===== config.mk =====
export PLATFORM = sky130hd
export DESIGN_NAME = osf_channel_top
export DESIGN_NICKNAME = d
export VERILOG_FILES = /design/src/logic/osf_pkg.sv /design/src/logic/osf_channel_top.sv /design/src/logic/osf_result_stage.sv /design/src/logic/oversample_filter.sv /design/src/logic/fp_param_decoder.sv
export SDC_FILE = /design/constraint.sdc
export NUM_CORES = 1
export LEC_CHECK = 0
export BUFFER_PORTS_ARGS = -buffer_cell sky130_fd_sc_hd__buf_2
export CORE_UTILIZATION = 58
export CTS_CLUSTER_SIZE = 10
export DETAILED_ROUTE_END_ITERATION = 8
export PLACE_DENSITY = 0.78
export SLEW_MARGIN = 20
export SYNTH_ARGS = -nofsm -noshare
export SYNTH_HDL_FRONTEND = slang
export SYNTH_SLANG_ARGS = --single-unit

===== constraint.sdc =====
create_clock -name clk_in -period 5.2 [get_ports clk_in]
set_input_delay 0.26 -clock clk_in [delete_from_list [all_inputs] [get_ports clk_in]]
set_output_delay 0.26 -clock clk_in [all_outputs]
set_load 0.1 [all_outputs]

===== src/logic/osf_pkg.sv =====
`default_nettype none

package osf_pkg;

	//////////////////////////////
	// field widths
	//////////////////////////////

	localparam int OS_FIELD_W = 4;	// log2 ratio field, caps os at 15

	//////////////////////////////
	// front-panel opcodes
	//////////////////////////////

	typedef enum logic [2:0] {
		OP_NOP        = 3'd0,	// no effect
		OP_SET_OS     = 3'd1,	// stage log2 ratio from data[3:0]
		OP_SET_DELAY  = 3'd2,	// stage settling delay in samples
		OP_ACTIVATE   = 3'd3,	// channel on
		OP_DEACTIVATE = 3'd4,	// channel off, partial block dropped
		OP_ARM        = 3'd5,	// allow commits
		OP_DISARM     = 3'd6,	// block commits
		OP_UPDATE     = 3'd7	// commit staged settings if armed
	} osf_op_e;

	// command word as strobed in from the front panel
	typedef struct packed {
		osf_op_e     op;
		logic [15:0] data;
	} osf_cmd_t;

	// staged / live filter settings
	typedef struct packed {
		logic [OS_FIELD_W-1:0] os;			// log2 oversample ratio
		logic [15:0]           cycle_delay;	// samples dropped after each block
	} osf_params_t;

	//////////////////////////////
	// filter states
	//////////////////////////////

	typedef enum logic [1:0] {
		ST_IDLE   = 2'd0,	// waiting for activation
		ST_DELAY  = 2'd1,	// settling, samples discarded
		ST_SAMPLE = 2'd2,	// accumulating the block
		ST_SEND   = 2'd3	// block finished, one cycle
	} osf_state_e;

endpackage

`default_nettype wire

===== src/logic/osf_channel_top.sv =====
`default_nettype none

module osf_channel_top import osf_pkg::*; #(
	parameter int W_IN   = 18,	// adc sample width
	parameter int W_OUT  = 16,	// averaged output width
	parameter int MAX_OS = 7	// largest log2 ratio, 15 at most
)(
	input  logic                    clk_in,
	input  logic                    reset_in,
	input  logic                    cmd_valid,
	input  osf_cmd_t                cmd,
	input  logic signed [W_IN-1:0]  data_in,
	input  logic                    data_valid_in,
	output logic signed [W_OUT-1:0] data_out,
	output logic                    data_valid_out,
	output logic                    sat_out
);

	//////////////////////////////
	// interconnect
	//////////////////////////////

	osf_params_t                   params;		// staged settings
	logic                          update;		// armed commit pulse
	logic                          active;		// channel on level
	logic signed [W_IN+MAX_OS-1:0] sum;			// finished block sum
	logic [OS_FIELD_W-1:0]         os_cur;		// live log2 ratio
	logic                          block_done;	// filter in ST_SEND

	// decode
	fp_param_decoder #(
		.MAX_OS (MAX_OS)
	) i_decoder (
		.clk_in    (clk_in),
		.reset_in  (reset_in),
		.cmd_valid (cmd_valid),
		.cmd       (cmd),
		.params    (params),
		.update    (update),
		.active    (active)
	);

	// execute
	oversample_filter #(
		.W_IN   (W_IN),
		.MAX_OS (MAX_OS)
	) i_filter (
		.clk_in        (clk_in),
		.reset_in      (reset_in),
		.data_in       (data_in),
		.data_valid_in (data_valid_in),
		.params        (params),
		.update        (update),
		.active        (active),
		.sum           (sum),
		.os_cur        (os_cur),
		.block_done    (block_done)
	);

	// result
	osf_result_stage #(
		.W_IN   (W_IN),
		.W_OUT  (W_OUT),
		.MAX_OS (MAX_OS)
	) i_result (
		.clk_in         (clk_in),
		.reset_in       (reset_in),
		.sum            (sum),
		.os_cur         (os_cur),
		.block_done     (block_done),
		.data_out       (data_out),
		.data_valid_out (data_valid_out),
		.sat_out        (sat_out)
	);

endmodule

`default_nettype wire


===== src/logic/osf_result_stage.sv =====
`default_nettype none

module osf_result_stage import osf_pkg::*; #(
	parameter int W_IN   = 18,	// input sample width
	parameter int W_OUT  = 16,	// output width
	parameter int MAX_OS = 7	// largest log2 ratio
)(
	input  logic                          clk_in,
	input  logic                          reset_in,

	// from the filter
	input  logic signed [W_IN+MAX_OS-1:0] sum,
	input  logic [OS_FIELD_W-1:0]         os_cur,
	input  logic                          block_done,

	// channel outputs
	output logic signed [W_OUT-1:0]       data_out,
	output logic                          data_valid_out,	// one-cycle pulse
	output logic                          sat_out			// qualified by valid
);

	//////////////////////////////
	// local signals
	//////////////////////////////

	localparam int W_SUM = W_IN + MAX_OS;
	localparam int W_EXT = (W_SUM > W_OUT) ? W_SUM : W_OUT;	// wide enough for both

	// signed output limits at the extended width
	localparam logic signed [W_EXT-1:0] OUT_MAX = (W_EXT'(1) << (W_OUT - 1)) - 1;
	localparam logic signed [W_EXT-1:0] OUT_MIN = -OUT_MAX - 1;

	logic signed [W_EXT-1:0] avg;		// sum / 2^os, floor
	logic signed [W_OUT-1:0] avg_clamped;
	logic                    sat;		// clamping happened

	assign avg = sum >>> os_cur;	// arithmetic, rounds toward -inf

	always_comb begin
		sat = 1'b1;
		if (avg > OUT_MAX)
			avg_clamped = OUT_MAX[W_OUT-1:0];	// positive rail
		else if (avg < OUT_MIN)
			avg_clamped = OUT_MIN[W_OUT-1:0];	// negative rail
		else begin
			avg_clamped = avg[W_OUT-1:0];
			sat         = 1'b0;
		end
	end

	//////////////////////////////
	// output registers
	//////////////////////////////

	always_ff @(posedge clk_in) begin
		if (block_done)
			data_out <= avg_clamped;	// payload, holds between blocks
	end

	always_ff @(posedge clk_in) begin
		if (reset_in) begin
			data_valid_out <= 1'b0;
			sat_out        <= 1'b0;
		end else begin
			data_valid_out <= block_done;
			sat_out        <= block_done && sat;
		end
	end

	// filter guarantees single-cycle send, so valid never repeats
	a_valid_pulse: assert property (@(posedge clk_in) disable iff (reset_in)
		data_valid_out |=> !data_valid_out);

endmodule

`default_nettype wire


===== src/logic/oversample_filter.sv =====
`default_nettype none

module oversample_filter import osf_pkg::*; #(
	parameter int W_IN   = 18,	// input sample width
	parameter int MAX_OS = 7	// largest log2 ratio
)(
	input  logic                          clk_in,
	input  logic                          reset_in,

	// adc samples
	input  logic signed [W_IN-1:0]        data_in,
	input  logic                          data_valid_in,	// may come on any cycle

	// from the decoder
	input  osf_params_t                   params,
	input  logic                          update,
	input  logic                          active,

	// to the result stage
	output logic signed [W_IN+MAX_OS-1:0] sum,
	output logic [OS_FIELD_W-1:0]         os_cur,
	output logic                          block_done	// high only in ST_SEND
);

	//////////////////////////////
	// local signals
	//////////////////////////////

	localparam int W_CNT = 16;				// covers 2^15 and the 16 bit delay

	osf_state_e       state;
	logic [15:0]      cycle_delay;	// live settling delay
	logic [W_CNT-1:0] cnt;			// samples seen in this state
	logic [W_CNT-1:0] cnt_inc;
	logic [W_CNT-1:0] ratio;		// 2^os_cur
	logic             delay_done;	// leave ST_DELAY on this edge
	logic             block_full;	// last sample of the block arriving

	assign ratio   = W_CNT'(1) << os_cur;
	assign cnt_inc = cnt + 1'b1;

	// zero delay leaves after one cycle, otherwise on the counted sample
	assign delay_done = (cnt >= cycle_delay) ||
		(data_valid_in && (cnt_inc >= cycle_delay));

	// count hits the ratio on the same edge that adds the last sample
	assign block_full = data_valid_in && (cnt_inc >= ratio);

	assign block_done = (state == ST_SEND);

	//////////////////////////////
	// live settings
	//////////////////////////////

	always_ff @(posedge clk_in) begin
		if (reset_in) begin
			os_cur      <= '0;
			cycle_delay <= '0;
		end else if (update) begin	// decoder already qualified with armed
			os_cur      <= params.os;
			cycle_delay <= params.cycle_delay;
		end
	end

	//////////////////////////////
	// fsm, counter, accumulator
	//////////////////////////////

	always_ff @(posedge clk_in) begin
		if (reset_in || !active) begin	// inactive channel parks in idle, partial sum lost
			state <= ST_IDLE;
			cnt   <= '0;
			sum   <= '0;
		end else begin
			case (state)
				ST_IDLE: begin
					state <= ST_SAMPLE;	// fresh block, no delay
					cnt   <= '0;
					sum   <= '0;
				end
				ST_SAMPLE: begin
					if (data_valid_in) begin
						sum <= sum + data_in;	// sign extends to the sum width
						cnt <= cnt_inc;
						if (block_full)
							state <= ST_SEND;
					end
				end
				ST_SEND: begin
					// result stage grabs sum on this edge
					state <= ST_DELAY;
					cnt   <= '0;
					sum   <= '0;	// sample in this cycle dropped
				end
				ST_DELAY: begin
					if (delay_done) begin
						state <= ST_SAMPLE;
						cnt   <= '0;
					end else if (data_valid_in) begin
						cnt <= cnt_inc;	// discarded, only counted
					end
				end
				default: begin
					state <= ST_IDLE;
				end
			endcase
		end
	end

	//////////////////////////////
	// checks
	//////////////////////////////

	// decoder clamp has to hold through the update path
	a_os_in_range: assert property (@(posedge clk_in) disable iff (reset_in)
		os_cur <= MAX_OS);

	// send is a single cycle, never back to back
	a_done_single: assert property (@(posedge clk_in) disable iff (reset_in)
		block_done |=> !block_done);

endmodule

`default_nettype wire


===== src/logic/fp_param_decoder.sv =====
`default_nettype none

module fp_param_decoder import osf_pkg::*; #(
	parameter int MAX_OS = 7	// largest log2 ratio allowed through
)(
	input  logic        clk_in,
	input  logic        reset_in,

	// front panel command stream
	input  logic        cmd_valid,	// one-cycle strobe
	input  osf_cmd_t    cmd,

	// to the filter
	output osf_params_t params,	// staged settings
	output logic        update,	// commit pulse, armed only
	output logic        active	// channel activation level
);

	//////////////////////////////
	// local signals
	//////////////////////////////

	localparam logic [OS_FIELD_W-1:0] OS_LIMIT = OS_FIELD_W'(MAX_OS);

	logic                  armed;		// update-enable flag
	logic [OS_FIELD_W-1:0] os_req;		// requested log2 ratio
	logic [OS_FIELD_W-1:0] os_clamped;	// limited to MAX_OS

	assign os_req     = cmd.data[OS_FIELD_W-1:0];	// upper data bits ignored
	assign os_clamped = (os_req > OS_LIMIT) ? OS_LIMIT : os_req;

	//////////////////////////////
	// command decode
	//////////////////////////////

	always_ff @(posedge clk_in) begin
		if (reset_in) begin
			params <= '0;	// ratio 1, no delay
			armed  <= 1'b0;
			active <= 1'b0;
			update <= 1'b0;
		end else begin
			update <= 1'b0;	// pulse by default
			if (cmd_valid) begin
				case (cmd.op)
					OP_SET_OS: begin
						params.os <= os_clamped;
					end
					OP_SET_DELAY: begin
						params.cycle_delay <= cmd.data;
					end
					OP_ACTIVATE: begin
						active <= 1'b1;
					end
					OP_DEACTIVATE: begin
						active <= 1'b0;
					end
					OP_ARM: begin
						armed <= 1'b1;
					end
					OP_DISARM: begin
						armed <= 1'b0;
					end
					OP_UPDATE: begin
						update <= armed;	// silently dropped when disarmed
					end
					default: begin
						// OP_NOP, nothing to do
					end
				endcase
			end
		end
	end

	//////////////////////////////
	// checks
	//////////////////////////////

	// strobed opcode must be a known, defined value
	a_op_defined: assert property (@(posedge clk_in) disable iff (reset_in)
		cmd_valid |-> !$isunknown(cmd.op));

endmodule

`default_nettype wire


==> summary.txt, run 1 <==
Status
  • Run status: complete, no violations

Worst hold path
  • Hold path depth: 3
  • Hold Path Origin: cmd[6]
  • Hold Path Sink: i_decoder.params[6]
  • Min-Delay Path Class: in -> reg

Critical path
  • Critical path endpoint category: flip-flop
  • Crit path kind: reg -> reg
  • Reg2reg path depth: 16
  • Worst Path Required: 5.50 ns
  • Worst flop-to-flop path startpoint: i_filter.cnt[2]
  • Worst path arrival time: 3.92 ns
  • Flop2flop setup slack: 1.57 ns
  • Critical path peak fanout: 7
  • Worst setup SP type: flip-flop
  • FF-to-FF End: i_filter.state[1]

Placed design
  • I/O Buffers: 58
  • Placer congestion estimate: 0.8679
  • Cell Count Post-Placement: 1047
  • DP HPWL: 12180 um

GRT
  • Initial antenna violation count: 0
  • First-pass GRT wire length: 27920 um
  • Global route overflow: 0
  • Largest net degree at the start of global routing: 47
  • GRT Total Usage: 0.2675
  • Vias in the first global route: 5634

Power
  • Cell Pwr Density: 198.7 nW/um^2
  • Total power: 1601 uW
  • Leak Pwr: 0.003230 uW
  • VDD IR max: 0.1957 mV

Drt
  • Vias/cell: 5.910
  • DR vias: 6282
  • DR DRC count: 0
  • WL/cell: 15.56 um
  • Post-route antenna net violation count: 0
  • Router iterations before antenna repair: 7
  • 1st-iter DRT viols: 537
  • Final wirelength: 16540 um

Layout
  • Syn-to-layout area delta: 8.381%
  • Inserted Diodes: 0
  • Post-layout nets: 1007
  • Most common cell after layout, fill and taps aside: nor2_1
  • Commonest cells after routing, fill and taps aside: nor2_1, nand2_1, dfxtp_1, ha_1, a21oi_1
  • Share of layout cells above drive strength 1: 0.1318
  • Fin cells: 1063

STA
  • Final setup fails: 0
  • Final Hold Vio Count: 0
  • Setup TNS: 0 ns
  • Fin crit period: 3.626 ns
  • Crit share post-route: 0.6973
  • Relative slew margins: 0.3322
  • Fmax achieved: 0.2758 GHz
  • RSZ-0062 raised after global routing: false
  • Worst slew pin tran: 0.9883 ns
  • Worst Skew: 0.009621 ns
  • Max-slew violation count: 0

Synth
  • Yosys reg bits: 104
  • Synth warn: 0
  • Post-synth ARST share: 0
  • EDFF count, synth: 16
  • Mapped Cells: 857
  • Synthesized Nets: 974
  • Largest area contributor in the netlist: dfxtp_1
  • Synthesized area: 7435 sq um
  • Seq/Total Area, Yosys: 0.3016
  • Netlist cell types: 78
  • Primary FF master, synth: dfxtp_1
  • Avg Inst Size Synth: 8.675 sq um
  • Top post-synthesis cells by area: dfxtp_1, ha_1, edfxtp_1, mux2i_1, nor2_1
  • Top-area cell type share of the netlist area: 0.2370

Clock network
  • Clk buf depth: 2
  • CTS resizes: 0
  • Sink Count: 104
  • Postcts setup bufs: 0
  • Htree depth: 3
  • Clock slew at reported path FFs: 0.07 ns
  • Clock Latency Late Sink: 0.37 ns
  • # hold bufs at CTS: 0
  • Cts bufs inserted: 9
  • Clock root buffer: clkbuf_16
  • CTS tree: built

Floorplan
  • Die ar.: 13280 sq um
  • Die span in x: 115.2 um
  • Initial Util: 0.6063
  • Std-Cell Rows: 40
  • Core box area: 12260 sq um
  • Ports: 59
  • Die height: 115.2 um

Flow run
  • Max cap viols: 0
==> layer usage <==
metal  track usage  wire length (um)  up-vias
met2        0.3908              7121      186
met1        0.3991              8316     2902
met3       0.04586               882       20
met4       0.08312               224        0
li1              -                 -     3174
met5             0                 0        -
==> sequential cells by signal, indices dropped and copies added, names as in the netlist <==
name,count
i_decoder.update,1
i_filter.state,2
i_filter.os_cur,4
i_filter.cnt,16
i_result.sat_out,1
i_filter.cycle_delay,16
i_result.data_out,16
i_decoder.params,20
i_decoder.armed,1
i_filter.sum,25
i_decoder.active,1
i_result.data_valid_out,1
==> cell usage after synthesis, drive strengths merged (3+ instances only) <==
library cell  count
edfxtp           16
buf              18
nand3            22
a21oi            67
a22oi            14
nand4            10
a2111oi           4
mux2              9
inv              27
and2              6
o21a              8
or3               5
a21o             13
dfxtp            88
nand2            97
o211ai            3
o21bai            4
a41oi             3
nor2b            11
and3             12
xnor2            17
nor2             97
xor2             29
clkbuf           25
mux4             14
a31oi             3
ha               75
nand2b            5
a211oi           14
mux2i            42
nor3              9
o21ai            51
nor4              3
==> critical path, cell delays in order (launching register included) <==
cell      delay [ns]
dfxtp_1         0.51
nand3_1         0.17
nor2_1          0.24
and3_1          0.23
and3_1          0.24
and2_1          0.26
nand2_1         0.10
xnor2_1         0.17
ha_1            0.20
a21o_1          0.15
a21o_1          0.17
a21o_1          0.16
a21oi_1         0.17
o41ai_2         0.10
or3_1           0.35
a41oi_1         0.20
a21boi_1        0.17
==> logic make-up (layout without fill, tap and decap cells) <==
kind of cell,Yosys count,count (layout),share of synthesized area
and+or+nand+nor,288,288,0.1797
AOI/OAI and AO/OA,206,206,0.1776
DFF,104,104,0.3016
adders and majority gates,77,77,0.1303
buffers and inverters,71,109,0.04359
muxes,65,65,0.1131
xor gates and xnor gates,46,46,0.05419
==> report_power, final <==
part	total (uW)	internal, uW	leakage (uW)	switching (uW)
registers	830	820	0.000859	9.99
logic	102	40.5	0.00223	61.8
clock network	668	336	0.000139	332
==> layout make-up <==
type | instances | area (sq um)
fill | 1026 | 4204
clock buffer | 10 | 229.0
clock inverter | 6 | 58.81
sequential | 104 | 2243
inverter | 28 | 105.1
tap | 168 | 210.2
multi-input combinational | 682 | 4868
timing repair buffer | 65 | 342.8
==> worst max path at each step <==
stage	from	end	slack, ns	cells after the start
global route	i_filter.cnt[2]	i_filter.state[1]	1.32	16
finish	i_filter.cnt[2]	i_filter.state[1]	1.57	16
floorplan	i_filter.os_cur[0]	i_filter.state[1]	1.76	15
detailed placement	i_filter.cnt[2]	i_filter.state[1]	1.65	16
CTS	i_filter.cnt[2]	i_filter.state[1]	1.58	16
global placement	i_filter.cnt[2]	i_filter.state[1]	1.74	16
==> stage by stage <==
step / util / hold WS (ns) / setup WS (ns) / cell area, sq um
3_5_place_dp: 0.6336 / 0.4340 / 1.654 / 7769
6_report: 0.6571 / 0.1281 / 1.574 / 8058
2_1_floorplan: - / 0.3852 / 1.757 / 7435
5_1_grt: 0.6571 / 0.1335 / 1.315 / 8058
4_1_cts: 0.6570 / 0.1261 / 1.584 / 8056
3_3_place_gp: 0.6336 / 0.4368 / 1.744 / 7769
Power figures use the tool's default switching activity.
==> inputs of run 2 (changes only) <==
--- a/config.mk
+++ b/config.mk
@@ -6,7 +6,7 @@
 export NUM_CORES = 1
 export LEC_CHECK = 0
 export BUFFER_PORTS_ARGS = -buffer_cell sky130_fd_sc_hd__buf_2
-export CORE_UTILIZATION = 58
+export CORE_UTILIZATION = 55
 export CTS_CLUSTER_SIZE = 10
 export DETAILED_ROUTE_END_ITERATION = 8
 export PLACE_DENSITY = 0.78
==> constraint.sdc (replaced) <==
create_clock -name clk_in -period 3 [get_ports clk_in]
set_input_delay 0.15 -clock clk_in [delete_from_list [all_inputs] [get_ports clk_in]]
set_output_delay 0.15 -clock clk_in [all_outputs]
set_load 0.1 [all_outputs]
==> run 2 against run 1 <==
  * The run now ends with negative setup slack left
  * Critical path depth is 2 lower
  * Die area is 5.4% higher
  * Routed wire length is 5.8% higher
  * Utilization is 0.92 points higher
  * Non-clock buffer count is 44 higher
  * Sequential power is 72% higher
  * Clock-buffer cell count is 1 higher
  * Register-to-register slack worse by 1.7 ns
  * Sequential share of layout area is 2.2 points lower
  * Setup slack worse by 1.7 ns
  * Clock power is 83% higher
  * Critical path type unchanged
==> summary.txt, run 2 (synthesis results as in run 1) <==
Status
  • Run status: finished with violations
  • Failing checks: negative setup slack

Worst hold path
  • Hold Path Sink: i_decoder.params[15]
  • Hold path depth: 3
  • Min-Delay Path Class: in -> reg
  • Hold Path Origin: cmd[15]

Layout
  • Most common cell after layout, fill and taps aside: nand2_1
  • Largest Register: i_filter.sum
  • Top flop regs: i_filter.sum: 25 flops, i_decoder.params: 20 flops
  • Reg area: 2256 sq um
  • Fin cells: 1116
  • Inserted Diodes: 0
  • Largest register FFs: 25
  • FILL cells: 1080
  • Commonest cells after routing, fill and taps aside: nand2_1, nor2_1, dfxtp_1, ha_1, a21oi_1
  • Multi-input gate area: 5207 sq um
  • Design area: 8790 sq um
  • Post-layout nets: 1052
  • Share of layout cells above drive strength 1: 0.2298
  • Syn-to-layout area delta: 18.23%

Placed design
  • Cell Count Post-Placement: 1094
  • I/O Buffers: 58
  • Place WS: -0.1087 ns
  • DP HPWL: 12580 um
  • Placed Area: 8172 sq um
  • Placer congestion estimate: 0.9507

Power
  • Psw: 675.9 uW
  • Total power: 2854 uW
  • VDD IR max: 0.2614 mV
  • Cell Pwr Density: 324.7 nW/um^2
  • Sequential Power Share: 0.501
  • Internal: 2178 uW
  • Leak Pwr: 0.003585 uW
  • Clk pwr share: 0.429
  • Switching portion of total power: 0.2369
  • Comb pwr share: 0.070

Floorplan
  • Std-Cell Rows: 42
  • Die height: 118.3 um
  • Ports: 59
  • Core box area: 13190 sq um
  • Die ar.: 13990 sq um
  • Initial Util: 0.5637
  • Die span in x: 118.3 um

STA
  • Max-slew violation count: 0
  • Crit share post-route: 1.035
  • RSZ-0062 raised after global routing: true
  • Worst slew pin tran: 0.7739 ns
  • Hold_ws: 0.02304 ns
  • Final Hold Vio Count: 0
  • Worst Skew: 0.01130 ns
  • Relative slew margins: 0.4801
  • Fin crit period: 3.106 ns
  • Final setup fails: 18
  • Final setup margin: -0.1057 ns
  • Fmax achieved: 0.3220 GHz

Clock network
  • Cts bufs inserted: 9
  • Clock Latency Late Sink: 0.36 ns
  • Clk buf depth: 2
  • Sink Count: 104
  • CTS tree: built
  • # hold bufs at CTS: 0
  • Clock slew at reported path FFs: 0.08 ns
  • Htree depth: 3
  • Clock root buffer: clkbuf_16

GRT
  • First-pass GRT wire length: 28870 um
  • GRT Total Usage: 0.2544
  • Initial antenna violation count: 0
  • Vias in the first global route: 5987
  • Global route overflow: 0
  • Largest net degree at the start of global routing: 41

Critical path
  • Worst Path Required: 3.29 ns
  • Worst path arrival time: 3.40 ns
  • Flop2flop setup slack: -0.11 ns
  • Worst flop-to-flop path startpoint: i_filter.cnt[5]
  • FF-to-FF End: i_filter.cnt[5]
  • Critical path endpoint category: flip-flop
  • Worst Setup SP: i_filter.cnt[5]
  • Critical path peak fanout: 8
  • Worst setup SP type: flip-flop
  • Crit path kind: reg -> reg
  • Reg2reg path depth: 14

Drt
  • 1st-iter DRT viols: 503
  • DR vias: 6528
  • Post-route antenna net violation count: 0
  • WL/cell: 15.69 um
  • DR DRC count: 0
  • Vias/cell: 5.849
  • Final wirelength: 17510 um
  • Router iterations before antenna repair: 5

Flow run
  • Max cap viols: 0
## run 2: cell type report
cell class	count	area share
Tap cell	176	0.02505
Multi-Input combinational cell	683	0.5925
Clock inverter	5	0.007260
Sequential cell	104	0.2567
Inverter	28	0.01253
Clock buffer	11	0.02762
Timing Repair Buffer	109	0.07843
## run 2: stage by stage
| stage | setup TNS (ns) | utilization |
|---|---|---|
| floorplan | -0.01467 | - |
| global placement | -0.03179 | 0.6195 |
| detailed placement | -1.057 | 0.6195 |
| CTS | -0.02610 | 0.6537 |
| global route | -3.459 | 0.6664 |
| finish | -1.146 | 0.6664 |
## run 2: layer usage
metal	up-vias	global-route usage	part of all wire
li1	3260	-	-
met1	3048	0.3617	0.48
met2	191	0.3993	0.45
met3	29	0.03234	0.053
met4	0	0.08253	0.017
met5	-	0	0
## run 2: critical path: stages, from the launching register on
cell and delay, ns:
dfxtp_1 0.52, and3_4 0.28, and3_4 0.19, and2_4 0.16, nand2_2 0.06, xnor2_2 0.14
ha_1 0.32, a21o_1 0.20, a21o_1 0.18, a21oi_2 0.19, o41ai_4 0.11, buf_4 0.15
a2bb2oi_4 0.21, nand2_4 0.15, nor2_2 0.17
## run 2: worst max-delay path by stage
| stage | to | slack (ns) | cells past startpoint |
|---|---|---|---|
| finish | i_filter.cnt[5] | -0.11 | 14 |
| global route | i_filter.cnt[5] | -0.24 | 16 |
| CTS | i_filter.state[1] | -0.02 | 14 |
| detailed placement | i_filter.state[1] | -0.11 | 15 |
| global placement | i_filter.state[1] | -0.03 | 13 |
| floorplan | i_filter.state[1] | -0.01 | 17 |
## run 2: power by group through the flow
stage | Sequential (uW) | Combinational, uW | Clock, uW
2_1_floorplan | 1460 | 136 | 0
6_report | 1430 | 198 | 1220
3_5_place_dp | 1460 | 189 | 0
3_3_place_gp | 1460 | 187 | 0
4_1_cts | 1430 | 192 | 1240
5_1_grt | 1430 | 221 | 1290
## run 2: what timing repair did
action                     4_1_cts  5_1_grt
gates resized for setup         22       25
setup buffers                    2        3
setup endpoints to repair       18       35
gates cloned                     0        1
pin swaps                       14       17
